### config.mk
export PLATFORM = sky130hd
export DESIGN_NAME = reservation_station
export DESIGN_NICKNAME = d
export VERILOG_FILES = /design/src/logic/isa_pkg.sv /design/src/logic/core_pkg.sv /design/src/logic/reservation_station.sv
export VERILOG_INCLUDE_DIRS = /design/src /design/src/include
export SDC_FILE = /design/constraint.sdc
export NUM_CORES = 2
export LEC_CHECK = 0
export BUFFER_PORTS_ARGS = -buffer_cell sky130_fd_sc_hd__buf_2
export CORE_UTILIZATION = 45
export DETAILED_ROUTE_END_ITERATION = 6
export SLEW_MARGIN = 20
export SYNTH_ARGS = -nofsm -noshare
export SYNTH_HDL_FRONTEND = slang
export SYNTH_SLANG_ARGS = --single-unit
export TNS_END_PERCENT = 30
### constraint.sdc
create_clock -name clk -period 78.5 [get_ports clk]
set_input_delay 15.7 -clock clk [delete_from_list [all_inputs] [get_ports clk]]
set_output_delay 15.7 -clock clk [all_outputs]
set_load 0.05 [all_outputs]
### src/include/tomasulo_defs.svh
`ifndef TOMASULO_DEFS_SVH
`define TOMASULO_DEFS_SVH

// datapath and register file
`define TOMA_XLEN        32
`define TOMA_REG_COUNT   32
`define TOMA_REG_IDX_W   5

// reorder buffer, 8 entries addressed by a 3-bit tag
`define TOMA_ROB_DEPTH   8
`define TOMA_TAG_W       3

`define TOMA_STATIONS    4   // identical stations, all four ops

// execute cycles per opcode
`define TOMA_LAT_ADDSUB  1
`define TOMA_LAT_MUL     10
`define TOMA_LAT_DIV     40
`define TOMA_LAT_W       6   // holds 40

// reset value of register i, x0 stays zero
`define TOMA_REG_PRESET(i) ((i) == 0 ? 32'd0 : 32'(3 * (i) + 1))

`endif

### src/logic/isa_pkg.sv
package isa_pkg;

    //////////////////////////////////////////////////////////////////////
    // operations handled by the core
    //////////////////////////////////////////////////////////////////////

    typedef enum logic [1:0] {
        op_add,
        op_sub,
        op_mul,
        op_div
    } op_e;

    //////////////////////////////////////////////////////////////////////
    // r-type field encodings
    //////////////////////////////////////////////////////////////////////

    localparam logic [6:0] OPC_RTYPE    = 7'b0110011;

    localparam logic [2:0] F3_ADDSUBMUL = 3'b000;  // add, sub and mul share funct3
    localparam logic [2:0] F3_DIV       = 3'b100;

    localparam logic [6:0] F7_BASE      = 7'b0000000;  // add
    localparam logic [6:0] F7_SUB       = 7'b0100000;
    localparam logic [6:0] F7_MULDIV    = 7'b0000001;  // m extension

endpackage

### src/logic/core_pkg.sv
`include "tomasulo_defs.svh"

package core_pkg;

    // rob index doubles as the rename tag
    typedef logic [`TOMA_TAG_W-1:0] rob_tag_t;

    typedef logic [`TOMA_XLEN-1:0] word_t;

    // station life cycle
    typedef enum logic [1:0] {
        st_idle,  // free for dispatch
        st_wait,  // operands outstanding
        st_exec,  // latency counting
        st_done   // result ready, waiting for cdb grant
    } station_state_e;

endpackage

### src/logic/reservation_station.sv
`timescale 1ns/100ps
`include "tomasulo_defs.svh"

module reservation_station (
    input  logic                clk,
    input  logic                rst,
    input  logic                load,
    input  isa_pkg::op_e        op,
    input  core_pkg::rob_tag_t  dest_tag,
    input  logic                src1_pending,
    input  core_pkg::rob_tag_t  src1_tag,
    input  core_pkg::word_t     src1_value,
    input  logic                src2_pending,
    input  core_pkg::rob_tag_t  src2_tag,
    input  core_pkg::word_t     src2_value,
    input  logic                cdb_valid,
    input  core_pkg::rob_tag_t  cdb_tag,
    input  core_pkg::word_t     cdb_value,
    input  logic                grant,
    output logic                busy,
    output logic                done,
    output core_pkg::rob_tag_t  result_tag,
    output core_pkg::word_t     result
);

    typedef logic [`TOMA_LAT_W-1:0] lat_t;

    core_pkg::station_state_e  state;
    isa_pkg::op_e              op_q;
    logic                      p1;
    logic                      p2;
    core_pkg::rob_tag_t        t1;
    core_pkg::rob_tag_t        t2;
    core_pkg::word_t           v1;
    core_pkg::word_t           v2;
    lat_t                      lat_cnt;
    lat_t                      lat_start;
    core_pkg::word_t           alu_out;

    // execute unit, result taken at start, latency only delays done
    always_comb begin
        case (op_q)
            isa_pkg::op_add: begin
                alu_out   = v1 + v2;
                lat_start = lat_t'(`TOMA_LAT_ADDSUB - 1);
            end
            isa_pkg::op_sub: begin
                alu_out   = v1 - v2;
                lat_start = lat_t'(`TOMA_LAT_ADDSUB - 1);
            end
            isa_pkg::op_mul: begin
                alu_out   = v1 * v2;  // low half
                lat_start = lat_t'(`TOMA_LAT_MUL - 1);
            end
            default: begin
                alu_out   = (v2 == '0) ? '1 : v1 / v2;  // unsigned, x/0 is all ones
                lat_start = lat_t'(`TOMA_LAT_DIV - 1);
            end
        endcase
    end

    //////////////////////////////////////////////////////////////////////
    // state and latency counter
    //////////////////////////////////////////////////////////////////////

    always_ff @(posedge clk) begin
        if (rst) begin
            state   <= core_pkg::st_idle;
            lat_cnt <= '0;
        end else begin
            case (state)
                core_pkg::st_idle: if (load) state <= core_pkg::st_wait;
                core_pkg::st_wait: begin
                    if (!p1 && !p2) begin  // both operands held since last edge
                        state   <= core_pkg::st_exec;
                        lat_cnt <= lat_start;
                    end
                end
                core_pkg::st_exec: begin
                    if (lat_cnt == '0) state <= core_pkg::st_done;
                    else lat_cnt <= lat_cnt - lat_t'(1);
                end
                default: if (grant) state <= core_pkg::st_idle;  // st_done
            endcase
        end
    end

    // operand capture, either from dispatch or snooped off the cdb
    always_ff @(posedge clk) begin
        if (load) begin
            op_q       <= op;
            result_tag <= dest_tag;
            p1         <= src1_pending;
            t1         <= src1_tag;
            v1         <= src1_value;
            p2         <= src2_pending;
            t2         <= src2_tag;
            v2         <= src2_value;
        end else if (state == core_pkg::st_wait) begin
            if (cdb_valid && p1 && cdb_tag == t1) begin
                p1 <= 1'b0;
                v1 <= cdb_value;
            end
            if (cdb_valid && p2 && cdb_tag == t2) begin
                p2 <= 1'b0;
                v2 <= cdb_value;
            end
            if (!p1 && !p2) result <= alu_out;
        end
    end

    assign busy = state != core_pkg::st_idle;
    assign done = state == core_pkg::st_done;

endmodule

# [Yosys cells after proc, flatten, opt, wreduce, memory -nomap -nowiden]
# Cells that the tools add are included.
[op_classes] n_addsub=3 multipliers=1 n_div=1 eq_ne=11 mux=23 n_bitwise=1 reduce_logical=23
[ops] operator="32-bit two-way mux" n=7
[ops] operator="32-bit one-hot mux with 3 select lines" n=1
[ops] operator="32-bit adder" n=1
[ops] operator="32-bit by 32-bit divider with 32-bit output" n=1
[ops] operator="32-bit logical NOT" n=1
[ops] operator="32-bit by 32-bit multiplier with 32-bit output" n=1
[ops] operator="32-bit subtractor" n=1
[ops] operator="6-bit one-hot mux with 2 select lines" n=2
[ops] operator="6-bit two-way mux" n=2
[ops] operator="2-bit nonzero test" n=5
[ops] operator="2-bit two-way mux" n=4
[ops] operator="2-bit != test, second input constant" n=4
[ops] operator="2-bit equality test, second input constant" n=3
[ops] operator="3-bit equality test" n=2
[ops] operator="6-bit logical NOT" n=1
[ops] operator="1-bit two-way mux" n=6
[ops] operator="2-bit one-hot mux with 3 select lines" n=1
[ops] operator="3-bit AND reduction" n=2
[ops] operator="6-bit by 1-bit subtractor with 6-bit output, second input constant" n=1
[ops] operator="1-bit logical AND" n=5
[ops] operator="2-bit by 1-bit equality test with 1-bit output, second input constant" n=2
[ops] operator="2-bit logical NOT" n=2
[ops] operator="2-bit AND reduction" n=2
[ops] operator="4-bit AND reduction" n=1
[ops] operator="other kinds (4)" n=5
[totals] register_bits=117 inputBits=117 out_inout_bits=37

# [Depth between registers and ports, before layout]
[depth] ltp_word=5 mapped_depth=349

# [Worst setup path after synthesis]
# OpenSTA, ideal clock, no wires.
[synth_timing] kind="register -> register" from="register v2[22]" to="register result[0], data pin" t_arrival_ps=67175 required_time_ps=78232 setup_slack_ps=11057 stages_incl_launch_ff=322 path_buffers=44 path_cell_list="edfxtp_1 or3_1 buf_2 or3_1 buf_2 nor4_4 and3_1 nor2_1 ha_1 o21ai_0 a211oi_1 and2_1 o31ai_1 ha_1 o211ai_1 a21oi_1 nand2_1 nand2_1 [... 286 more ...] clkbuf_1 buf_1 o21ai_0 ha_1 a21o_1 a21o_1 a21o_1 a21o_1 a21o_1 a21o_1 a21oi_1 nor2b_1 o21ai_0 a21oi_1 o211ai_1 a21boi_0 o211ai_1 a221oi_1"
[synth_between] elab_chain_cells=3 elab_cells_between_ends=4 cone_classes="1 x div; 2 x mux; 1 x reduce/logical"
[synth_rtl] element="start, declared" line_no="reservation_station.sv:35" rtl="core_pkg::word_t v2;"
[synth_rtl] element="start signal, assigned" line_no="reservation_station.sv:98" rtl="v2 <= src2_value;"
[synth_rtl] element="start signal, assigned" line_no="reservation_station.sv:106" rtl="v2 <= cdb_value;"
[synth_rtl] element="32-bit by 32-bit divider with 32-bit output / 32-bit logical NOT (equally long branches)" line_no="reservation_station.sv:56" rtl="alu_out = (v2 == '0) ? '1 : v1 / v2;"
[synth_rtl] element="32-bit two-way mux *" line_no="reservation_station.sv:56"
[synth_rtl] element="32-bit one-hot mux with 3 select lines *" line_no="reservation_station.sv:42" rtl="case (op_q)"
[synth_rtl] element="named net alu_out[0]" line_no="reservation_station.sv:38" rtl="core_pkg::word_t alu_out;"
[synth_rtl] element="end signal, assigned" line_no="reservation_station.sv:108" rtl="if (!p1 && !p2) result <= alu_out;"
[synth_rtl] element="end, declared" line_no="reservation_station.sv:23" rtl="output core_pkg::word_t result"
# Mark *: on every way through the listed nets, which the timed path passes. The rest lies on a longest branch.
# A chain may end at the register's enable or synchronous reset.

# [Worst setup path after layout]
[layout_timing] from="register v2[17]" to="register result[0], data pin"
# Same word-level chain as after synthesis.

==> flow_summary.toml <==
[synth]
yosys_most_used_dff = "edfxtp_1"
yosys_register_bits = 117
netlist_area_um2 = 50800
yosys.cell_types.count = 106
syn_nets = 7958
syn_area_per_cell_um2 = 7.53
yosysTopAreaCellShare_pct = 17.1
yosys-top-cells-count = "nand2_1 (962), ha_1 (693), inv_1 (658)"
synth.yosys.seq_area_share_pct = 6.76
synth_most_common_cell = "nand2_1"
synth_cells = 6739
synth_edf_count = 109
synth_top_area_cell = "ha_1"
synth.area.top_cells = "ha_1 (17%), fa_1 (16%), nand2_1 (7.1%)"
yosysWarnings = 0
async_flop_share_pct = 0

[outcome]
status = "complete, no violations"

[run]
max_cap_violations = 0

[min_path]
holdPathStages = 2
worstHoldPathType = "register to register"
hold_end = "lat_cnt[5]"
hold_start = "lat_cnt[5]"

[clock_tree]
path_clk_slew_ns = 0.07
cts_buffers = 17
clock_path_buffers = 2
cts-root-buf = "clkbuf_16"
cts_max_level = 4
clk_latency_ns = 0.48
cts_tree = "built"
cts_sinks = 117

[die]
die-area_um2 = 114000
core_area_um2 = 111000
die-height_um = 338
initial_core_util_pct = 45.6
rows = 122
die_x_um = 338
ioPinCount = 154

[grt]
grt_pass1_vias = 49900
grt_pass1_wl_um = 317000
grt_max_degree = 71
overflow = 0
grt.total_usage_pct = 37.4
antenna_found_initial = 8

[route]
drtAntennaViolNets = 0
via_count = 51600
dr.first_iter.drc_count = 5501
avgRoutedWirePerCell_um = 25.9
vias_per_cell = 6.20
drcViolationCount = 0
drt-pass1-iter-count = 5
routed_wl_um = 216000

[power_and_ir_drop]
ir_worst_vdd_uv = 213
power.density_nw_per_um2 = 49.8
p_leak_nw = 26.3

[sta]
setup_ws_ns = 3.83
relSlewSlack_pct = 27.7
setup_viol = 0
fin_crit_ns = 74.67
hold_violations = 0
slew_violations = 0
clock_skew_ns = 0.0170
whs_ns = 0.479
period_share_pct = 95.1
tightest_slew_ns = 1.08
fmax_mhz = 13.4

[layout]
layout.nets = 8038
fin_cells = 8322
drive_above_1_share_pct = 9.09
area_growth_pct = 7.87

[critical_path]
r2r.worst_path.cells = 301
crit_arrival_ns = 74.87
cpMostUsedCell = "a21oi_1"
slowest_stage = "a31oi_1"
critPathLaunch = "v2[17]"
crit_path_start_kind = "register"
rrSetupSlack_ns = 3.83
r2r_end = "result[0]"
cp.required_ns = 78.70
crit_path_end_kind = "register"
path_max_fanout = 28
r2r-start = "v2[17]"
slowest_delay_ns = 0.62
crit_type = "register to register"

[placed_design]
post-dp-hpwl_um = 168000
place.gp.congestion = 1.04
dp_cells = 8276
pre_cts_ws_ns = -1.35
numPortBuffers = 153
## worst max-delay path: cells and delay by family (launching register included)
family / cells / cell delay [ns]
AOI/OAI and AO/OA: 154 / 36.25
xor gates and xnor gates: 1 / 0.20
adders and majority gates: 31 / 10.36
buffers and inverters: 24 / 5.25
DFF: 1 / 0.40
muxes: 11 / 4.17
and+or+nand+nor: 80 / 17.62
## placed cells by master, fill, tap and decap left out, drive strengths merged, types with 57 or more instances in the layout
master	count
nor2	579
o31ai	57
a21o	174
and2	104
nand2b	93
xor2	165
a31oi	77
or3	65
nand3	124
mux2	70
ha	693
edfxtp	109
nand2	962
xnor2	322
nor2b	59
fa	409
nor3	159
a21oi	436
o211ai	58
o21a	122
buf	339
o21ai	305
inv	668
## sequential cells by signal, summed over array words and instances, names as in the netlist, 3 cells and up
name and cells:
result 32, v1 32, v2 32, lat_cnt 6, result_tag 3, t1 3, t2 3
## per-layer routing
| layer | GRT usage [%] | vias to the layer above | wire [um] |
|---|---|---|---|
| met1 | 49.2 | 24700 | 88900 |
| met5 | 0 | - | 28 |
| met2 | 57.8 | 2792 | 91900 |
| li1 | - | 23500 | - |
| met4 | 17.4 | 4 | 11900 |
| met3 | 8.71 | 546 | 23000 |
## what timing repair did
action | in CTS | in global routing
pin swaps | 0 | 2
setup endpoints to repair | 1 | 3
resized for setup | 7 | 60
buffers inserted | 0 | 12
hold buffers | 0 | 0
## where the power goes
group / switching [mW] / total (mW) / leakage [nW] / internal (mW)
clock: 0.0376 / 0.0857 / 0.298 / 0.0482
combinational: 1.58 / 2.55 / 24.8 / 0.968
sequential: 0.00521 / 0.0932 / 1.12 / 0.0880
total: 1.62 / 2.73 / 26.3 / 1.10
## how the worst max path moves through the flow
stage / to / cells after the start / slack, ns
4_1_cts: result[0] / 293 / 0.06
5_1_grt: result[0] / 303 / -0.19
6_report: result[0] / 301 / 3.83
3_5_place_dp: result[0] / 294 / -1.35
2_1_floorplan: result[0] / 321 / 11.06
3_3_place_gp: result[0] / 295 / -0.55
## kinds of logic after synthesis
family	count (synthesis)	share of synthesized area (%)
and+or+nand+nor	2375	21.4
AOI/OAI and AO/OA	1618	21.0
adders and majority gates	1102	33.2
buffers and inverters	938	6.97
xor gates and xnor gates	487	8.40
DFF	117	6.76
muxes	102	2.19
## final cells by class
| cell class | instances | area (um2) |
|---|---|---|
| clock inverters | 15 | 183 |
| multi-input cells | 5684 | 44200 |
| well taps | 1488 | 1860 |
| clock buffers | 17 | 425 |
| inverters | 660 | 2480 |
| fillers | 11100 | 56500 |
| repair buffers | 339 | 2170 |
| diodes | 2 | 5.00 |
| flip-flops and latches | 117 | 3430 |
## through the flow
step,total power [mW],instance area [um2],utilization (%),setup TNS [ns]
5_1_grt,2.97,54800,49.2,-0.188
6_report,2.73,54800,49.2,0
3_5_place_dp,2.56,53800,48.3,-1.35
2_1_floorplan,1.81,50800,-,0
3_3_place_gp,2.57,53700,48.3,-0.548
4_1_cts,2.67,54400,48.9,0
(Power assumes the default switching activity.)
