**config.mk**
```make
export PLATFORM = sky130hd
export DESIGN_NAME = reorder_buffer
export DESIGN_NICKNAME = d
export VERILOG_FILES = /design/src/logic/core_pkg.sv /design/src/logic/reorder_buffer.sv
export VERILOG_INCLUDE_DIRS = /design/src /design/src/include
export SDC_FILE = /design/constraint.sdc
export NUM_CORES = 1
export LEC_CHECK = 0
export BUFFER_PORTS_ARGS = -buffer_cell sky130_fd_sc_hd__clkbuf_2
export CAP_MARGIN = 10
export CORE_ASPECT_RATIO = 0.75
export CORE_MARGIN = 2
export CORE_UTILIZATION = 60
export CTS_CLUSTER_DIAMETER = 40
export DETAILED_ROUTE_END_ITERATION = 12
export GPL_TIMING_DRIVEN = 0
export PLACE_DENSITY = 0.91
export SYNTH_ARGS = -nofsm -noshare
export SYNTH_HDL_FRONTEND = slang
export SYNTH_SLANG_ARGS = --single-unit
```
**constraint.sdc**
```tcl
create_clock -name clk -period 6.5 [get_ports clk]
set_input_delay 1.3 -clock clk [delete_from_list [all_inputs] [get_ports clk]]
set_output_delay 1.3 -clock clk [all_outputs]
set_load 0.03 [all_outputs]
```
**src/include/tomasulo_defs.svh**
```systemverilog
`ifndef TOMASULO_DEFS_SVH
`define TOMASULO_DEFS_SVH

// datapath and register file
`define TOMA_XLEN        32
`define TOMA_REG_COUNT   32
`define TOMA_REG_IDX_W   5

// reorder buffer, 8 entries addressed by a 3-bit tag
`define TOMA_ROB_DEPTH   8
`define TOMA_TAG_W       3

`define TOMA_STATIONS    4   // identical stations, all four ops

// execute cycles per opcode
`define TOMA_LAT_ADDSUB  1
`define TOMA_LAT_MUL     10
`define TOMA_LAT_DIV     40
`define TOMA_LAT_W       6   // holds 40

// reset value of register i, x0 stays zero
`define TOMA_REG_PRESET(i) ((i) == 0 ? 32'd0 : 32'(3 * (i) + 1))

`endif

```
**src/logic/core_pkg.sv**
```systemverilog
`include "tomasulo_defs.svh"

package core_pkg;

    // rob index doubles as the rename tag
    typedef logic [`TOMA_TAG_W-1:0] rob_tag_t;

    typedef logic [`TOMA_XLEN-1:0] word_t;

    // station life cycle
    typedef enum logic [1:0] {
        st_idle,  // free for dispatch
        st_wait,  // operands outstanding
        st_exec,  // latency counting
        st_done   // result ready, waiting for cdb grant
    } station_state_e;

endpackage

```
**src/logic/reorder_buffer.sv**
```systemverilog
`timescale 1ns/100ps
`include "tomasulo_defs.svh"

module reorder_buffer (
    input  logic                        clk,
    input  logic                        rst,
    input  logic                        alloc_valid,
    input  logic [`TOMA_REG_IDX_W-1:0]  alloc_dest,
    output core_pkg::rob_tag_t          tail,
    output logic                        full,
    input  logic                        cdb_valid,
    input  core_pkg::rob_tag_t          cdb_tag,
    input  core_pkg::word_t             cdb_value,
    input  core_pkg::rob_tag_t          look1_tag,
    input  core_pkg::rob_tag_t          look2_tag,
    output logic                        look1_ready,
    output core_pkg::word_t             look1_value,
    output logic                        look2_ready,
    output core_pkg::word_t             look2_value,
    output logic                        commit_valid,
    output logic [`TOMA_REG_IDX_W-1:0]  commit_dest,
    output core_pkg::word_t             commit_value,
    output core_pkg::rob_tag_t          commit_tag
);

    localparam int CNT_W = $clog2(`TOMA_ROB_DEPTH + 1);

    core_pkg::rob_tag_t          head;
    logic [CNT_W-1:0]            count;
    logic [`TOMA_ROB_DEPTH-1:0]  written;  // result arrived from cdb
    logic [`TOMA_REG_IDX_W-1:0]  dest_q [`TOMA_ROB_DEPTH];
    core_pkg::word_t             value_q [`TOMA_ROB_DEPTH];

    assign full = count == CNT_W'(`TOMA_ROB_DEPTH);

    // written is only ever set on a live entry, so no count check here
    assign commit_valid = written[head];
    assign commit_dest  = dest_q[head];
    assign commit_value = value_q[head];
    assign commit_tag   = head;

    assign look1_ready = written[look1_tag];
    assign look1_value = value_q[look1_tag];
    assign look2_ready = written[look2_tag];
    assign look2_value = value_q[look2_tag];

    //////////////////////////////////////////////////////////////////////
    // pointers and flags
    //////////////////////////////////////////////////////////////////////

    always_ff @(posedge clk) begin
        if (rst) begin
            head    <= '0;
            tail    <= '0;
            count   <= '0;
            written <= '0;
        end else begin
            if (cdb_valid) written[cdb_tag] <= 1'b1;
            if (commit_valid) begin
                written[head] <= 1'b0;
                head          <= core_pkg::rob_tag_t'(head + 1);  // depth is a power of two
            end
            if (alloc_valid) begin
                written[tail] <= 1'b0;
                tail          <= core_pkg::rob_tag_t'(tail + 1);
            end
            count <= count + CNT_W'(alloc_valid) - CNT_W'(commit_valid);
        end
    end

    // entry payload
    always_ff @(posedge clk) begin
        if (alloc_valid) dest_q[tail] <= alloc_dest;
        if (cdb_valid) value_q[cdb_tag] <= cdb_value;
    end

endmodule

```
# Word-level counts from Yosys, hierarchy flattened
# Memories as Yosys holds them, arrays and structs flattened. A register that Yosys moved wholly into a read port is not among the register bits.
# Index checks and enable logic that the tools add are counted.
[op_classes]
n_eq_ne = 1
mux = 25
n_reduce_logical = 3
n_lt_le_gt_ge = 8
n_bitwise = 5
addsub = 4
[ops]
columns = ["cell", "n"]
rows = [
  ["8-bit 2-to-1 mux", 5],
  ["3-bit by 4-bit < comparator with 1-bit output, second input constant", 5],
  ["8-bit bitwise AND", 2],
  ["8-bit NOT", 2],
  ["3-bit 2-to-1 mux", 4],
  ["1-bit 2-to-1 mux", 10],
  ["1-bit binary-select mux with 3-bit select", 3],
  ["1-bit demux with 3-bit select", 3],
  ["3-bit by 1-bit >= comparator with 1-bit output, second input constant", 3],
  ["8-bit OR", 1],
  ["3-bit by 1-bit adder with 3-bit output, second input constant", 2],
  ["4-bit by 1-bit adder with 4-bit output", 1],
  ["4-bit equality test, second input constant", 1],
  ["4-bit by 1-bit subtractor with 4-bit output", 1],
  ["1-bit logical AND", 3],
]
[word_totals]
ff_bits = 18
out_inout_bits = 111
ramBits = 296
n_memories = 2
[mem_list]
columns = ["name", "words", "word_bits", "read_ports", "rd_clocked_by_memory_dff", "wr", "line_no", "source"]
rows = [
  ["value_q", 8, 32, 3, 1, 1, "reorder_buffer.sv:32", "core_pkg::word_t value_q [`TOMA_ROB_DEPTH];"],
  ["dest_q", 8, 5, 1, 1, 1, "reorder_buffer.sv:31", "logic [`TOMA_REG_IDX_W-1:0] dest_q [`TOMA_ROB_DEPTH];"],
]

# Logic depth before layout (Yosys ltp)
[depth]
depth_word = 12
ltp_mapped = 11
depth_no_buf = 10

# Least setup slack after synthesis
# No wires, ideal clock.
[synth_path]
kind = "input-to-reg"
startpoint = "input port cdb_tag[0]"
endpoint = "register written[0]"
slack_ps = 2158
t_arrival_ps = 4237
setup_time_ps = 105
n_path_buf = 0
path_stages = 4
cell_sequence = "nand2b_1 nor3_1 nor2_1 a2111oi_2"
[synth_via]
elab_chain_cells = 12
word_cells_on_any_way = 13
cone_classes = "2 x order compare; 7 x mux; 3 x bitwise; 1 x reduce/logical"
[synth_rtl]
columns = ["element", "line_no", "source"]
rows = [
  ["start: declaration", "reorder_buffer.sv:12", "input core_pkg::rob_tag_t cdb_tag,"],
  ["3-bit by 4-bit < comparator with 1-bit output (not written as such) or 3-bit by 1-bit >= comparator with 1-bit output (tied branches)", "reorder_buffer.sv:58", "if (cdb_valid) written[cdb_tag] <= 1'b1;"],
  ["1-bit logical AND (not written as such)", "reorder_buffer.sv:58", ""],
  ["1-bit 2-to-1 mux (not written as such)", "reorder_buffer.sv:58", ""],
  ["1-bit demux with 3-bit select *", "reorder_buffer.sv:58", ""],
  ["8-bit OR (no source line) *", "n/a", ""],
  ["8-bit 2-to-1 mux *", "reorder_buffer.sv:58", ""],
  ["8-bit 2-to-1 mux *", "reorder_buffer.sv:52", "if (rst) begin"],
  ["8-bit bitwise AND (no source line)", "n/a", ""],
  ["8-bit 2-to-1 mux *", "reorder_buffer.sv:59", "if (commit_valid) begin"],
  ["8-bit 2-to-1 mux *", "reorder_buffer.sv:52", ""],
  ["8-bit bitwise AND (no source line)", "n/a", ""],
  ["8-bit 2-to-1 mux *", "reorder_buffer.sv:63", "if (alloc_valid) begin"],
  ["end signal: indexed assignment", "reorder_buffer.sv:58", ""],
  ["end signal: indexed assignment", "reorder_buffer.sv:60", "written[head] <= 1'b0;"],
  ["end signal: indexed assignment", "reorder_buffer.sv:64", "written[tail] <= 1'b0;"],
  ["end: declaration", "reorder_buffer.sv:30", "logic [`TOMA_ROB_DEPTH-1:0] written;"],
]
# Every way passes the cells marked *; elsewhere a longest branch is shown, timed or not. The select of a mux whose other input is x is not followed.
# A chain may end at the register's enable or synchronous reset.

# Final worst setup path
[layout_path]
startpoint = "input port look1_tag[1]"
endpoint = "output port look1_value[28]"
[layout_via]
elab_chain_cells = 1
[layout_rtl]
columns = ["element", "line_no", "source"]
rows = [
  ["start: declaration", "reorder_buffer.sv:14", "input core_pkg::rob_tag_t look1_tag,"],
  ["memory read 8 x 32 bit", "n/a", ""],
  ["end: declaration", "reorder_buffer.sv:17", "output core_pkg::word_t look1_value,"],
]
# No other way between the ends.

==> load_flow_metrics.sql <==
INSERT INTO impl_metrics (metric_group, metric, value, unit) VALUES
('routing', 'antenna_violating_nets_post_route', '0', ''),
('pwr', 'leakage', '6.26', 'nW'),
('worst_setup_path', 'critical_path_required', '5.20', 'ns'),
('sta', 'rsz0062_at_grt', 'no', ''),
('pwr', 'powerDensity', '272', 'mW/mm2'),
('layout', 'mostFrequentLayoutCells', 'sky130_fd_sc_hd__edfxtp_1 (296), sky130_fd_sc_hd__mux4_2 (207), sky130_fd_sc_hd__clkbuf_2 (153)', ''),
('synthesis', 'ys_types', '29', ''),
('grt', 'grt_pass1_wl', '64.7', 'mm'),
('cts', 'sinks_on_the_clock_net', '317', ''),
('worst_setup_path', 'crit-reg2reg-launch', 'commit_tag[0]$_SDFFE_PP0P_', ''),
('routing', 'drt-initial-drc-count', '1381', ''),
('cts', 'cts_tree', 'done', ''),
('routing', '1st_pass_router_iterations', '5', ''),
('layout', 'final_core_density', '71.9', '%'),
('sta', 'final_max_slew_viol_count', '0', ''),
('worst_hold_path', 'worst_hold_path_type', 'flop to flop', ''),
('synthesis', 'syn-num-nets', '837', ''),
('worst_setup_path', 'start_kind', 'primary input', ''),
('routing', 'vias_per_cell', '7.28', ''),
('cts', 'holdBufCountCts', '0', ''),
('worst_hold_path', 'min_delay_path_depth', '2', ''),
('floorplan', 'die_y_extent', '146', 'um'),
('pwr', 'finalPower', '5.12', 'mW'),
('layout', 'final_common_cell', 'sky130_fd_sc_hd__edfxtp_1', ''),
('routing', 'wl_per_cell', '31.9', 'um'),
('synthesis', 'synthesis.instances', '779', ''),
('synthesis', 'yosys_warnings', '0', ''),
('cts', 'cts.htree.levels', '2', ''),
('floorplan', 'ios', '161', ''),
('layout', 'finish.net_count', '1045', ''),
('worst_setup_path', 'worstPathCellList', 'buf_2 > buf_1 > mux4_2 > mux2_2 > clkbuf_2', ''),
('floorplan', 'die_w', '193', 'um'),
('placed_design', 'dp.final_hpwl', '27.5', 'mm'),
('floorplan', 'initial_utilization', '61.5', '%'),
('grt', 'globalRouteOverflowTotal', '0', ''),
('worst_setup_path', 'worst-path-max-fanout', '10', ''),
('sta', 'fin_worst_skew', '0.0137', 'ns'),
('synthesis', 'dominantRegCellSynth', 'sky130_fd_sc_hd__edfxtp_1', ''),
('job', 'drv.max_cap_violation_count', '0', ''),
('placed_design', 'gp_routability_congestion', '0.787', ''),
('pwr', 'power_switching_share', '25.0', '%'),
('placed_design', 'detailedPlace.worstSlack', '1.98', 'ns'),
('sta', 'setup_tns', '0', 'ns'),
('pwr', 'p_comb_share', '12.5', '%'),
('worst_hold_path', 'min_to', 'tail[2]$_SDFFE_PP0P_', ''),
('grt', 'track_usage', '32.0', '%'),
('worst_setup_path', 'setup.worst_path.class', 'primary input to output pin', ''),
('worst_setup_path', 'rr_endpoint', 'count[2]$_SDFF_PP0_', ''),
('layout', 'syn_to_final_growth', '17.0', '%'),
('layout', 'share_of_layout_cells_above_drive_strength_1', '57.8', '%'),
('layout', 'layout.cells.non_filler', '1359', ''),
('synthesis', 'synth.yosys.seq_area_share', '57.9', '%'),
('cts', 'clock_input_transition_at_the_sequential_cells_of_the_worst_setup_and_hold_paths', '0.06', 'ns'),
('cts', 'cts_made_buffers', '38', ''),
('worst_setup_path', 'end_kind', 'output pin', ''),
('synthesis', 'ys_ff_latch', '317', ''),
('floorplan', 'fp.coreArea', '0.0262', 'mm2'),
('synthesis', 'postSynth.asyncResetShare', '0', '%'),
('status', 'outcome', 'finished clean', ''),
('layout', 'multi_input_comb_area', '0.00650', 'mm2'),
('sta', 'min_period', '4.55', 'ns'),
('grt', 'grt_antenna_before_repair', '1', ''),
('routing', 'num_vias', '9887', ''),
('sta', 'timing.fmax', '220', 'MHz'),
('grt', 'grt_max_degree', '22', ''),
('pwr', 'internal-power', '3.84', 'mW'),
('sta', 'post-route-worst-setup-slack', '1.95', 'ns'),
('worst_setup_path', 'worst_path_largest_cell_delay', '0.72', 'ns'),
('worst_setup_path', 'worst-r2r-cell-count', '10', ''),
('placed_design', 'post_dp_cell_area', '0.0176', 'mm2'),
('worst_hold_path', 'min-delay-start', 'tail[2]$_SDFFE_PP0P_', '');
==> synth_stat cells (2+ instances only) <==
| cell type | instances | area [um2] |
|---|---|---|
| sky130_fd_sc_hd__mux4_2 | 207 | 4660 |
| sky130_fd_sc_hd__nand2_1 | 5 | 18.8 |
| sky130_fd_sc_hd__nor2b_1 | 5 | 31.3 |
| sky130_fd_sc_hd__mux2_2 | 103 | 1160 |
| sky130_fd_sc_hd__clkbuf_1 | 21 | 78.8 |
| sky130_fd_sc_hd__buf_4 | 8 | 60.1 |
| sky130_fd_sc_hd__nor3_1 | 7 | 35.0 |
| sky130_fd_sc_hd__inv_1 | 7 | 26.3 |
| sky130_fd_sc_hd__xor2_1 | 2 | 17.5 |
| sky130_fd_sc_hd__edfxtp_1 | 296 | 8890 |
| sky130_fd_sc_hd__nor2_1 | 27 | 101 |
| sky130_fd_sc_hd__buf_6 | 2 | 22.5 |
| sky130_fd_sc_hd__dfxtp_1 | 21 | 420 |
| sky130_fd_sc_hd__nand2b_1 | 6 | 37.5 |
| sky130_fd_sc_hd__a21oi_1 | 2 | 10.0 |
| sky130_fd_sc_hd__a2111oi_2 | 8 | 120 |
| sky130_fd_sc_hd__xnor2_1 | 2 | 17.5 |
| sky130_fd_sc_hd__buf_2 | 19 | 95.1 |
| sky130_fd_sc_hd__buf_1 | 8 | 30.0 |
| sky130_fd_sc_hd__o21ai_0 | 2 | 10.0 |
| sky130_fd_sc_hd__ha_1 | 7 | 87.6 |
| sky130_fd_sc_hd__mux2i_1 | 6 | 60.1 |
| sky130_fd_sc_hd__nor2b_4 | 2 | 27.5 |
==> power by group through the flow <==
stage | Clock [mW] | Combinational (mW) | Sequential [mW]
after floorplan | 0 | 0.439 | 2.38
after global placement | 0 | 0.610 | 2.38
after global routing | 2.22 | 0.675 | 2.36
after CTS | 2.14 | 0.639 | 2.35
after detailed placement | 0 | 0.631 | 2.39
final | 2.13 | 0.639 | 2.35
==> cells by family after synthesis <==
| kind of cell | Yosys count | share of synthesized area (%) |
|---|---|---|
| multiplexers | 316 | 36.6 |
| adder cells (fa/ha/maj) | 8 | 0.669 |
| buffers and inverters | 66 | 2.03 |
| flip-flops | 317 | 57.9 |
| AO/OA/AOI/OAI | 13 | 0.918 |
| XOR/XNOR | 4 | 0.218 |
| AND/OR/NAND/NOR | 55 | 1.71 |
==> worst min-delay path, stage by stage (launching register included) <==
cell and delay, ns:
sky130_fd_sc_hd__dfxtp_1 0.37, sky130_fd_sc_hd__xor2_1 0.08, sky130_fd_sc_hd__nor2_1 0.07
==> flip-flops by register name (all words and copies together) (netlist names), named ones only <==
name        flops
tail            3
value_q       256
written         8
commit_tag      3
count           4
dest_q         40
==> worst max path at each step <==
stage | from | end | slack [ns] | cells past startpoint
finish | look1_tag[1] | look1_value[28] | 1.95 | 5
global route | look1_tag[1] | look1_value[20] | 1.91 | 5
CTS | look2_tag[1] | look2_value[3] | 1.99 | 5
detailed placement | look2_tag[1] | look2_value[3] | 1.98 | 5
global placement | cdb_tag[0] | written[0]$_SDFF_PP0_ | -0.45 | 5
floorplan | cdb_tag[0] | written[0]$_SDFF_PP0_ | 2.16 | 4
==> area by class of cell <==
type / count / share of cell area (%)
multi-input cells: 396 / 34.6
clock inverters: 26 / 1.40
repair buffers: 168 / 5.27
diodes: 1 / 0.0133
well taps: 344 / 2.29
plain buffers: 59 / 1.60
flip-flops and latches: 317 / 49.5
inverters: 7 / 0.140
clock buffers: 41 / 5.23
==> per-layer routing <==
layer	up-vias	share of wire, %	global-route usage [%]
met2	819	48	49.5
met5	-	0.030	0
met3	114	13	7.67
met4	2	3.0	11.5
met1	5122	36	45.3
li1	3830	-	-
No activity file was read; power rests on OpenSTA's default activity.
