### src/include/tomasulo_defs.svh
`ifndef TOMASULO_DEFS_SVH
`define TOMASULO_DEFS_SVH

// datapath and register file
`define TOMA_XLEN        32
`define TOMA_REG_COUNT   32
`define TOMA_REG_IDX_W   5

// reorder buffer, 8 entries addressed by a 3-bit tag
`define TOMA_ROB_DEPTH   8
`define TOMA_TAG_W       3

`define TOMA_STATIONS    4   // identical stations, all four ops

// execute cycles per opcode
`define TOMA_LAT_ADDSUB  1
`define TOMA_LAT_MUL     10
`define TOMA_LAT_DIV     40
`define TOMA_LAT_W       6   // holds 40

// reset value of register i, x0 stays zero
`define TOMA_REG_PRESET(i) ((i) == 0 ? 32'd0 : 32'(3 * (i) + 1))

`endif

### src/logic/core_pkg.sv
`include "tomasulo_defs.svh"

package core_pkg;

    // rob index doubles as the rename tag
    typedef logic [`TOMA_TAG_W-1:0] rob_tag_t;

    typedef logic [`TOMA_XLEN-1:0] word_t;

    // station life cycle
    typedef enum logic [1:0] {
        st_idle,  // free for dispatch
        st_wait,  // operands outstanding
        st_exec,  // latency counting
        st_done   // result ready, waiting for cdb grant
    } station_state_e;

endpackage

### src/logic/cdb_arbiter.sv
`timescale 1ns/100ps
`include "tomasulo_defs.svh"

module cdb_arbiter (
    input  logic                       clk,
    input  logic                       rst,
    input  logic [`TOMA_STATIONS-1:0]  done,
    input  core_pkg::rob_tag_t         tag [`TOMA_STATIONS],
    input  core_pkg::word_t            result [`TOMA_STATIONS],
    output logic [`TOMA_STATIONS-1:0]  grant,
    output logic                       cdb_valid,
    output core_pkg::rob_tag_t         cdb_tag,
    output core_pkg::word_t            cdb_value
);

    localparam int SEL_W = $clog2(`TOMA_STATIONS);

    logic [SEL_W-1:0] sel;

    // fixed priority, station 0 first
    assign grant = done & -done;

    always_comb begin
        sel = '0;
        for (int i = `TOMA_STATIONS - 1; i >= 0; i--) begin
            if (done[i]) sel = SEL_W'(i);
        end
    end

    //////////////////////////////////////////////////////////////////////
    // broadcast register, one cycle behind the grant
    //////////////////////////////////////////////////////////////////////

    always_ff @(posedge clk) begin
        if (rst) cdb_valid <= 1'b0;
        else cdb_valid <= |done;  // low when nobody was granted
    end

    always_ff @(posedge clk) begin
        cdb_tag   <= tag[sel];
        cdb_value <= result[sel];
    end

endmodule

### config.mk
export PLATFORM = sky130hd
export DESIGN_NAME = cdb_arbiter
export DESIGN_NICKNAME = d
export VERILOG_FILES = /design/src/logic/core_pkg.sv /design/src/logic/cdb_arbiter.sv
export VERILOG_INCLUDE_DIRS = /design/src /design/src/include
export SDC_FILE = /design/constraint.sdc
export NUM_CORES = 1
export LEC_CHECK = 0
export BUFFER_PORTS_ARGS = -buffer_cell sky130_fd_sc_hd__buf_2
export CAP_MARGIN = 30
export CORE_AREA = 2 2 71 73
export CTS_CLUSTER_SIZE = 12
export DETAILED_ROUTE_END_ITERATION = 10
export DIE_AREA = 0 0 73 75
export GPL_ROUTABILITY_DRIVEN = 0
export PLACE_DENSITY = 0.9
export SLEW_MARGIN = 10
export SYNTH_ARGS = -nofsm -noshare
export SYNTH_HDL_FRONTEND = slang
export SYNTH_SLANG_ARGS = --single-unit
### constraint.sdc
create_clock -name clk -period 2.3 [get_ports clk]
set_input_delay 0.46 -clock clk [delete_from_list [all_inputs] [get_ports clk]]
set_output_delay 0.46 -clock clk [all_outputs]
set_load 0.005 [all_outputs]
**After elaboration in Yosys (flattened, before gate mapping)**

Index checks and enable logic that the tools add are counted.

- Logic and storage cells: 18
- Output and inout bits: 40
- Register bits after elaboration: 36
- Bits of input ports: 146

- Bitwise operators: 2
- Reductions and logical operators: 1
- Muxes and demuxes: 10
- Order comparisons: 1
- Add/subtract/negate cells: 1

Operators with widths:

| kind | count |
|---|---|
| binary-select mux 32 bit (select 2 bit) | 1 |
| 2-to-1 mux 32 bit | 2 |
| 2-to-1 mux 2 bit | 4 |
| binary-select mux 3 bit (select 2 bit) | 1 |
| 2-to-1 mux 3 bit | 2 |
| AND 4 bit | 1 |
| negation 4 bit | 1 |
| OR reduction 4 bit | 1 |
| >= comparator 3 bit, second input constant | 1 |
| inverter 2 -> 3 bit | 1 |

**Logic depth before layout (Yosys ltp)**

Gate-level depths: netlist (run 1).

- Depth in word-level cells: 8
- Depth in mapped cells: 5
- Depth with buffers taken out: 3

**Worst setup path after synthesis (run 1)**

OpenSTA, ideal clock, no wires.

- Path kind: input to register
- From: input port done[3]
- To: register cdb_value[10]
- Setup slack: 611 ps
- Setup time: 135 ps
- Data required time: 2,165 ps
- Cell stages on the path: 5
- Data arrival time: 1,555 ps
- Path buffers: 2
- Cells stage by stage: nor2b_2 -> o21bai_1 -> buf_6 -> buf_6 -> mux4_2

- Longest elaborated chain between the ends: 8

RTL lines:

| what | line | text |
|---|---|---|
| from (decl) | cdb_arbiter.sv:7 | `` input logic [`TOMA_STATIONS-1:0] done, `` |
| 2-to-1 mux 2 bit (4 in a row) | cdb_arbiter.sv:26 | `if (done[i]) sel = SEL_W'(i);` |
| inverter 2 -> 3 bit (implied by the code) | cdb_arbiter.sv:41 | `cdb_value <= result[sel];` |
| binary-select mux 32 bit (select 2 bit) | cdb_arbiter.sv:41 |  |
| 2-to-1 mux 32 bit (implied by the code) (2 in a row) | cdb_arbiter.sv:41 |  |
| to (signal assigned) | cdb_arbiter.sv:41 |  |
| to (decl) | cdb_arbiter.sv:13 | `output core_pkg::word_t cdb_value` |

Every way passes these cells. The select of a mux whose other input is x is not followed.
A chain may end at the register's enable or synchronous reset.

**Final worst setup path (run 1)**

- From: input port done[3]
- To: register cdb_tag[2]

- Longest elaborated chain between the ends: 8

RTL lines:

| what | line | text |
|---|---|---|
| 2-to-1 mux 2 bit (4 in a row) | cdb_arbiter.sv:26 |  |
| inverter 2 -> 3 bit (implied by the code) | cdb_arbiter.sv:40 | `cdb_tag <= tag[sel];` |
| binary-select mux 3 bit (select 2 bit) | cdb_arbiter.sv:40 |  |
| 2-to-1 mux 3 bit (implied by the code) (2 in a row) | cdb_arbiter.sv:40 |  |
| to (signal assigned) | cdb_arbiter.sv:40 |  |
| to (decl) | cdb_arbiter.sv:12 | `output core_pkg::rob_tag_t cdb_tag,` |

Every way passes these cells. The select of a mux whose other input is x is not followed.

==> results by group, run 1 <==
Critical path
  – Critical path destination: cdb_tag[2]
  – CP endpoint kind: flop
  – WS Path Type: input port to flop
  – Crit path max fanout: 20
  – Start point of the critical path: done[3]
  – Critical Path AT: 1.80 ns
  – CP required: about 2.5 ns
  – CP startpoint kind: input port

Timing
  – Slew margin rel.: 75.3%
  – Max Fclk: 609 MHz
  – Measured slew at the worst slew-check pin: 0.370 ns
  – Max-slew violations: 0
  – Setup TNS: 0 ns
  – Final setup fails: 0
  – Final Cycle Share: 71.4%
  – RSZ-0062 raised after global routing: false
  – Hold Violations, Final: 0
  – Tmin final: 1.64 ns

Routing
  – Count of antenna-violating nets left after detailed routing: 0
  – Pre-Repair DR Iteration Count: 4
  – Vias per inst: 5.01
  – Remaining DRCs: 0
  – DR vias: 1659
  – Avg WL per Cell: 16.6 um
  – Detailed Route Iter0 Violations: 34
  – Detailed Route WL: around 5500 um

Cells and area
  – # fillers: 370
  – Syn-to-layout area delta: 65.2%
  – Fin nets: 422
  – Layout cells sized above 1: 83.8%
  – ANT cells: 0

Synth
  – Largest family of logic cells by synthesized area: multiplexers
  – Post-synthesis mux area share: around half
  – Compound-cell area share of the yosys netlist: 0.757%
  – Synth Area in Adders: 0%
  – Cell area after synthesis: 1650 sq um
  – Synthesis-stage register bit count: 36
  – Syn Inst Count: 88
  – Sequential fraction of the synthesis area: between 40 and 50%
  – Post-Syn Area per Cell: 18.8 sq um
  – Distinct cells, synth: 12
  – Simple-gate share of the synthesized area: under 10%
  – Post-Syn Nets: 234
  – Syn. warnings: 0
  – Synth Area in XOR/XNOR: 0%

Floorplan
  – Die Width: 73 um
  – Die Ht: 75 um
  – I/O pin cnt: between 150 and 200
  – Initial Util: a little over a third
  – FP Rows: 25
  – Core Footprint: between 4000 and 5000 sq um
  – Die area: 5480 sq um

Clock tree
  – Cts hold-fix bufs: 0
  – Root Buffer: clkbuf_8
  – CTS buffer count: 5
  – Clock Tree Buf Depth: 2
  – Postcts setup bufs: 0
  – Clock transition at path regs: approximately 0.070 ns
  – CTS tree: built
  – Post_cts resized: 0
  – CTS Sinks: 36
  – Htree depth: 2

Power
  – Max VDD drop: between 0.2 and 0.3 mV
  – Leakage: around 1.4 nW
  – Pwr dens: 596 nW/um^2
  – Total power: 1.63 mW

Global routing
  – GR Util All Layers: 20.2%
  – Global route overflow: 0
  – Global-route wire length before repair: 8020 um
  – Antenna violations before repair: 0
  – Pin count of the biggest net entering global routing: 21
  – Number of global-route vias before repair: ~1.8k

Placed design
  – HPWL Detailed: between 4000 and 5000 um
  – Port-buffer cells: 185

Run
  – Max cap viols: 0

Min path
  – Hold Path Class: input port to flop

Status
  – Status: finished clean
==> worst max-delay path: stages <==
cell      delay (ns)
buf_2           0.10
nor2b_2         0.16
o21bai_4        0.11
buf_4           0.36
mux4_1          0.60
==> state kept, by name, indices dropped and copies added (netlist names) <==
name / flops
cdb_value: 32
cdb_tag: 3
cdb_valid: 1
==> where the power goes <==
| part | leakage (nW) | switching, mW | internal [mW] | total, mW |
|---|---|---|---|---|
| combinational | 1.01 | 0.129 | 0.245 | 0.374 |
| clock | 0.0541 | 0.220 | 0.321 | 0.541 |
| sequential | 0.304 | 0.0189 | 0.694 | 0.713 |
==> synthesized netlist by cell type (all sizes together) <==
library cell	number	area share [%]
a21oi	1	0.30
dfxtp	36	44
nor3	1	0.61
buf	8	4.5
nor2b	2	0.91
nor2	2	0.45
and2	2	0.76
mux4	35	48
o21bai	1	0.45
==> final cells by class <==
| cell class | instances | area [sq um] | share of cell area, % |
|---|---|---|---|
| clock inverter | 3 | 42.5 | 1.56 |
| timing repair buffer | 189 | 956 | 35.0 |
| tap | 54 | 67.6 | 2.47 |
| clock buffer | 5 | 68.8 | 2.52 |
| sequential | 36 | 721 | 26.4 |
| multi-input combinational | 44 | 875 | 32.0 |
==> metrics by stage <==
stage / cell area, sq um / worst slack, ns / hold slack [ns] / instances / utilization (%)
floorplan: 1650 / 0.611 / 0.529 / 88 / -
finish: 2730 / 0.658 / 0.322 / 331 / 58.6
global route: 2730 / 0.602 / 0.319 / 331 / 58.6
CTS: 2730 / 0.643 / 0.310 / 331 / 58.6
global placement: 2620 / 0.383 / 0.621 / 323 / 56.2
detailed placement: 2620 / 0.333 / 0.620 / 323 / 56.2
==> per-layer routing <==
| layer | part of all wire (%) | track usage (%) | vias up |
|---|---|---|---|
| li1 | - | - | 742 |
| met1 | 33 | 19.6 | 789 |
| met2 | 57 | 39.4 | 114 |
| met3 | 7.9 | 6.02 | 14 |
| met4 | 2.5 | 8.64 | 0 |
| met5 | 0 | 0 | - |
==> worst min path at each step <==
stage,to,cells past startpoint,from,slack (ns)
6_report,cdb_valid,2,rst,0.32
2_1_floorplan,cdb_valid,1,rst,0.53
5_1_grt,cdb_valid,2,rst,0.32
4_1_cts,cdb_valid,2,rst,0.31
3_3_place_gp,cdb_valid,2,rst,0.62
3_5_place_dp,cdb_valid,2,rst,0.62
==> cell usage in the layout (no fill, tap or decap), types with 2 or more instances in the layout <==
| master | synthesis | final |
|---|---|---|
| and2_1 | 2 | 2 |
| buf_2 | 0 | 185 |
| buf_4 | 4 | 4 |
| clkbuf_8 | 0 | 5 |
| dfxtp_1 | 36 | 36 |
| mux4_1 | 3 | 3 |
| mux4_2 | 32 | 32 |
| nor2_1 | 2 | 2 |
==> logic make-up after synthesis <==
| group | after synthesis |
|---|---|
| DFF | 36 |
| muxes | 35 |
| AOI/OAI and AO/OA | 2 |
| and+or+nand+nor | 7 |
| buffers and inverters | 8 |
No activity file was read; power rests on OpenSTA's default activity.
==> run 2: changes to the inputs <==
CORE_AREA = default   (was 2 2 71 73)
CORE_UTILIZATION = 30   (was default)
DIE_AREA = default   (was 0 0 73 75)
PLACE_DENSITY = 0.82   (was 0.9)
clock period = 1.51 ns   (was 2.3 ns; I/O delays follow)
==> results by group, run 2 (same netlist as run 1, synthesis figures left out) <==
Routing
  – Vias per inst: 4.76 (-5.1%)
  – Met2 wire len: 3050 um (-2.6%)
  – DR WL met3: 411 um (-5.9%)
  – DR vias: 1660 (+0.060%)
  – Pre-Repair DR Iteration Count: 4 (unchanged)
  – Detailed Route Iter0 Violations: 39 (+15%)
  – Max Used Layer: met4
  – Detailed Route WL: 5640 um (+2.5%)
  – Count of antenna-violating nets left after detailed routing: 0 (unchanged)
  – Avg WL per Cell: 16.2 um (-2.8%)
  – Wl on met1: 2040 um (+13%)
  – Remaining DRCs: 0 (unchanged)

Cells and area
  – Fin util: 53.9% (-4.6 points)
  – Multi-input gate area: 875 sq um (unchanged)
  – Most common cell after layout, fill and taps aside: buf_2
  – Syn-to-layout area delta: 69.9%
  – Layout cells sized above 1: 83.9% (+0.12 points)
  – Register area: 721 sq um (unchanged)
  – # fillers: 458 (+24%)
  – Most frequent cells in the layout: buf_2, dfxtp_1, mux4_2
  – Biggest register: cdb_value
  – Fin nets: 425 (+0.71%)
  – Max reg flops: 32 (unchanged)
  – Top Registers: cdb_value x32, cdb_tag x3, cdb_valid x1
  – ANT cells: 0 (unchanged)

Clock tree
  – Root Buffer: clkbuf_8
  – Clock transition at path regs: 0.07 ns (about the same)
  – Clock Tree Buf Depth: 2 (unchanged)
  – CTS buffer count: 5 (unchanged)
  – Postcts setup bufs: 0 (unchanged)
  – CTS tree: built
  – Htree depth: 2 (unchanged)
  – Post_cts resized: 0 (unchanged)
  – CTS Sinks: 36 (unchanged)
  – Cts hold-fix bufs: 0 (unchanged)

Power
  – Leakage: 1.39 nW (+2.0%)
  – Max VDD drop: 0.381 mV (+41%)
  – Pwr dens: 859 nW/um^2 (+44%)

Floorplan
  – I/O pin cnt: 186 (unchanged)
  – Core Footprint: 5200 sq um (+12%)
  – FP Rows: 26 (+4.0%)
  – Initial Util: 31.8% (-3.7 points)
  – Die area: 5810 sq um (+6.1%)
  – Die Ht: 76.2 um (+1.6%)
  – Die Width: 76.2 um (+4.4%)

Global routing
  – Number of global-route vias before repair: 1799 (+0.50%)
  – GR Util All Layers: 20.0% (-0.26 points)
  – Pin count of the biggest net entering global routing: 19 (-9.5%)
  – Global route overflow: 0 (unchanged)
  – Global-route wire length before repair: 8850 um (+10%)
  – Antenna violations before repair: 0 (unchanged)

Min path
  – Hold Path Class: input port to flop
  – Worst Hold Path Cells: 2 (unchanged)
  – Hold Startpoint: rst
  – Hold path endpoint: cdb_valid

Critical path
  – CP required: 1.66 ns (-0.80 ns)
  – WS Path Type: input port to flop
  – Crit path max fanout: 17 (-15%)
  – CP startpoint kind: input port
  – CP endpoint kind: flop
  – Critical Path AT: 1.51 ns (-0.29 ns)

Timing
  – Max-slew violations: 0 (unchanged)
  – Measured slew at the worst slew-check pin: 0.263 ns (-0.107 ns)
  – Final setup fails: 0 (unchanged)
  – Tmin final: 1.36 ns
  – Hold Violations, Final: 0 (unchanged)
  – Slew margin rel.: 82.4% (+7.1 points)
  – Max Fclk: 734 MHz
  – RSZ-0062 raised after global routing: false
  – Hold_ws: 0.163 ns (-0.159 ns)
  – Final Cycle Share: 90.2%

Run
  – Max cap viols: 0 (unchanged)

Placed design
  – Port-buffer cells: 185 (unchanged)

Status
  – Status: finished clean
run 2: layout make-up:
| type | count | share of cell area [%] |
|---|---|---|
| flip-flops and latches | 36 | 25.7 |
| multi-input cells | 44 | 31.1 |
| repair buffers | 192 | 36.6 |
| clock buffers | 7 | 3.43 |
| well taps | 70 | 3.12 |
run 2: through the flow:
| step | setup slack, ns | TNS (ns) | std cells | instance area, sq um | power, mW |
|---|---|---|---|---|---|
| floorplan | -0.0138 | -0.413 | 88 | 1660 | 1.37 |
| global placement | -0.123 | -3.91 | 342 | 2710 | 1.70 |
| detailed placement | -0.168 | -4.62 | 342 | 2710 | 1.72 |
| CTS | 0.130 | 0 | 349 | 2810 | 2.45 |
| global route | 0.0954 | 0 | 349 | 2810 | 2.54 |
| finish | 0.148 | 0 | 349 | 2810 | 2.41 |
run 2: routing by layer:
metal  global-route usage (%)  up-vias
met4                     7.69        0
met5                        0        -
li1                         -      749
met1                     21.9      792
met3                     5.51       15
met2                     36.3      104
run 2: how the worst max path moves through the flow:
| stage | startpoint | endpoint | slack (ns) |
|---|---|---|---|
| 3_3_place_gp | done[3] | cdb_tag[1] | -0.12 |
| 3_5_place_dp | done[3] | cdb_value[23] | -0.17 |
| 6_report | done[3] | cdb_value[23] | 0.15 |
| 2_1_floorplan | done[3] | cdb_value[10] | -0.01 |
| 4_1_cts | done[3] | cdb_value[23] | 0.13 |
| 5_1_grt | done[3] | cdb_value[23] | 0.1 |
run 2: critical path, stage by stage:
cell and delay, ns:
buf_2 0.10, nor2b_2 0.16, o21bai_4 0.20, buf_12 0.21, mux4_2 0.52
run 2: power breakdown:
group	internal [mW]	switching, mW	total (mW)
Combinational	0.396	0.202	0.597
Clock	0.406	0.322	0.728
Sequential	1.06	0.0300	1.09
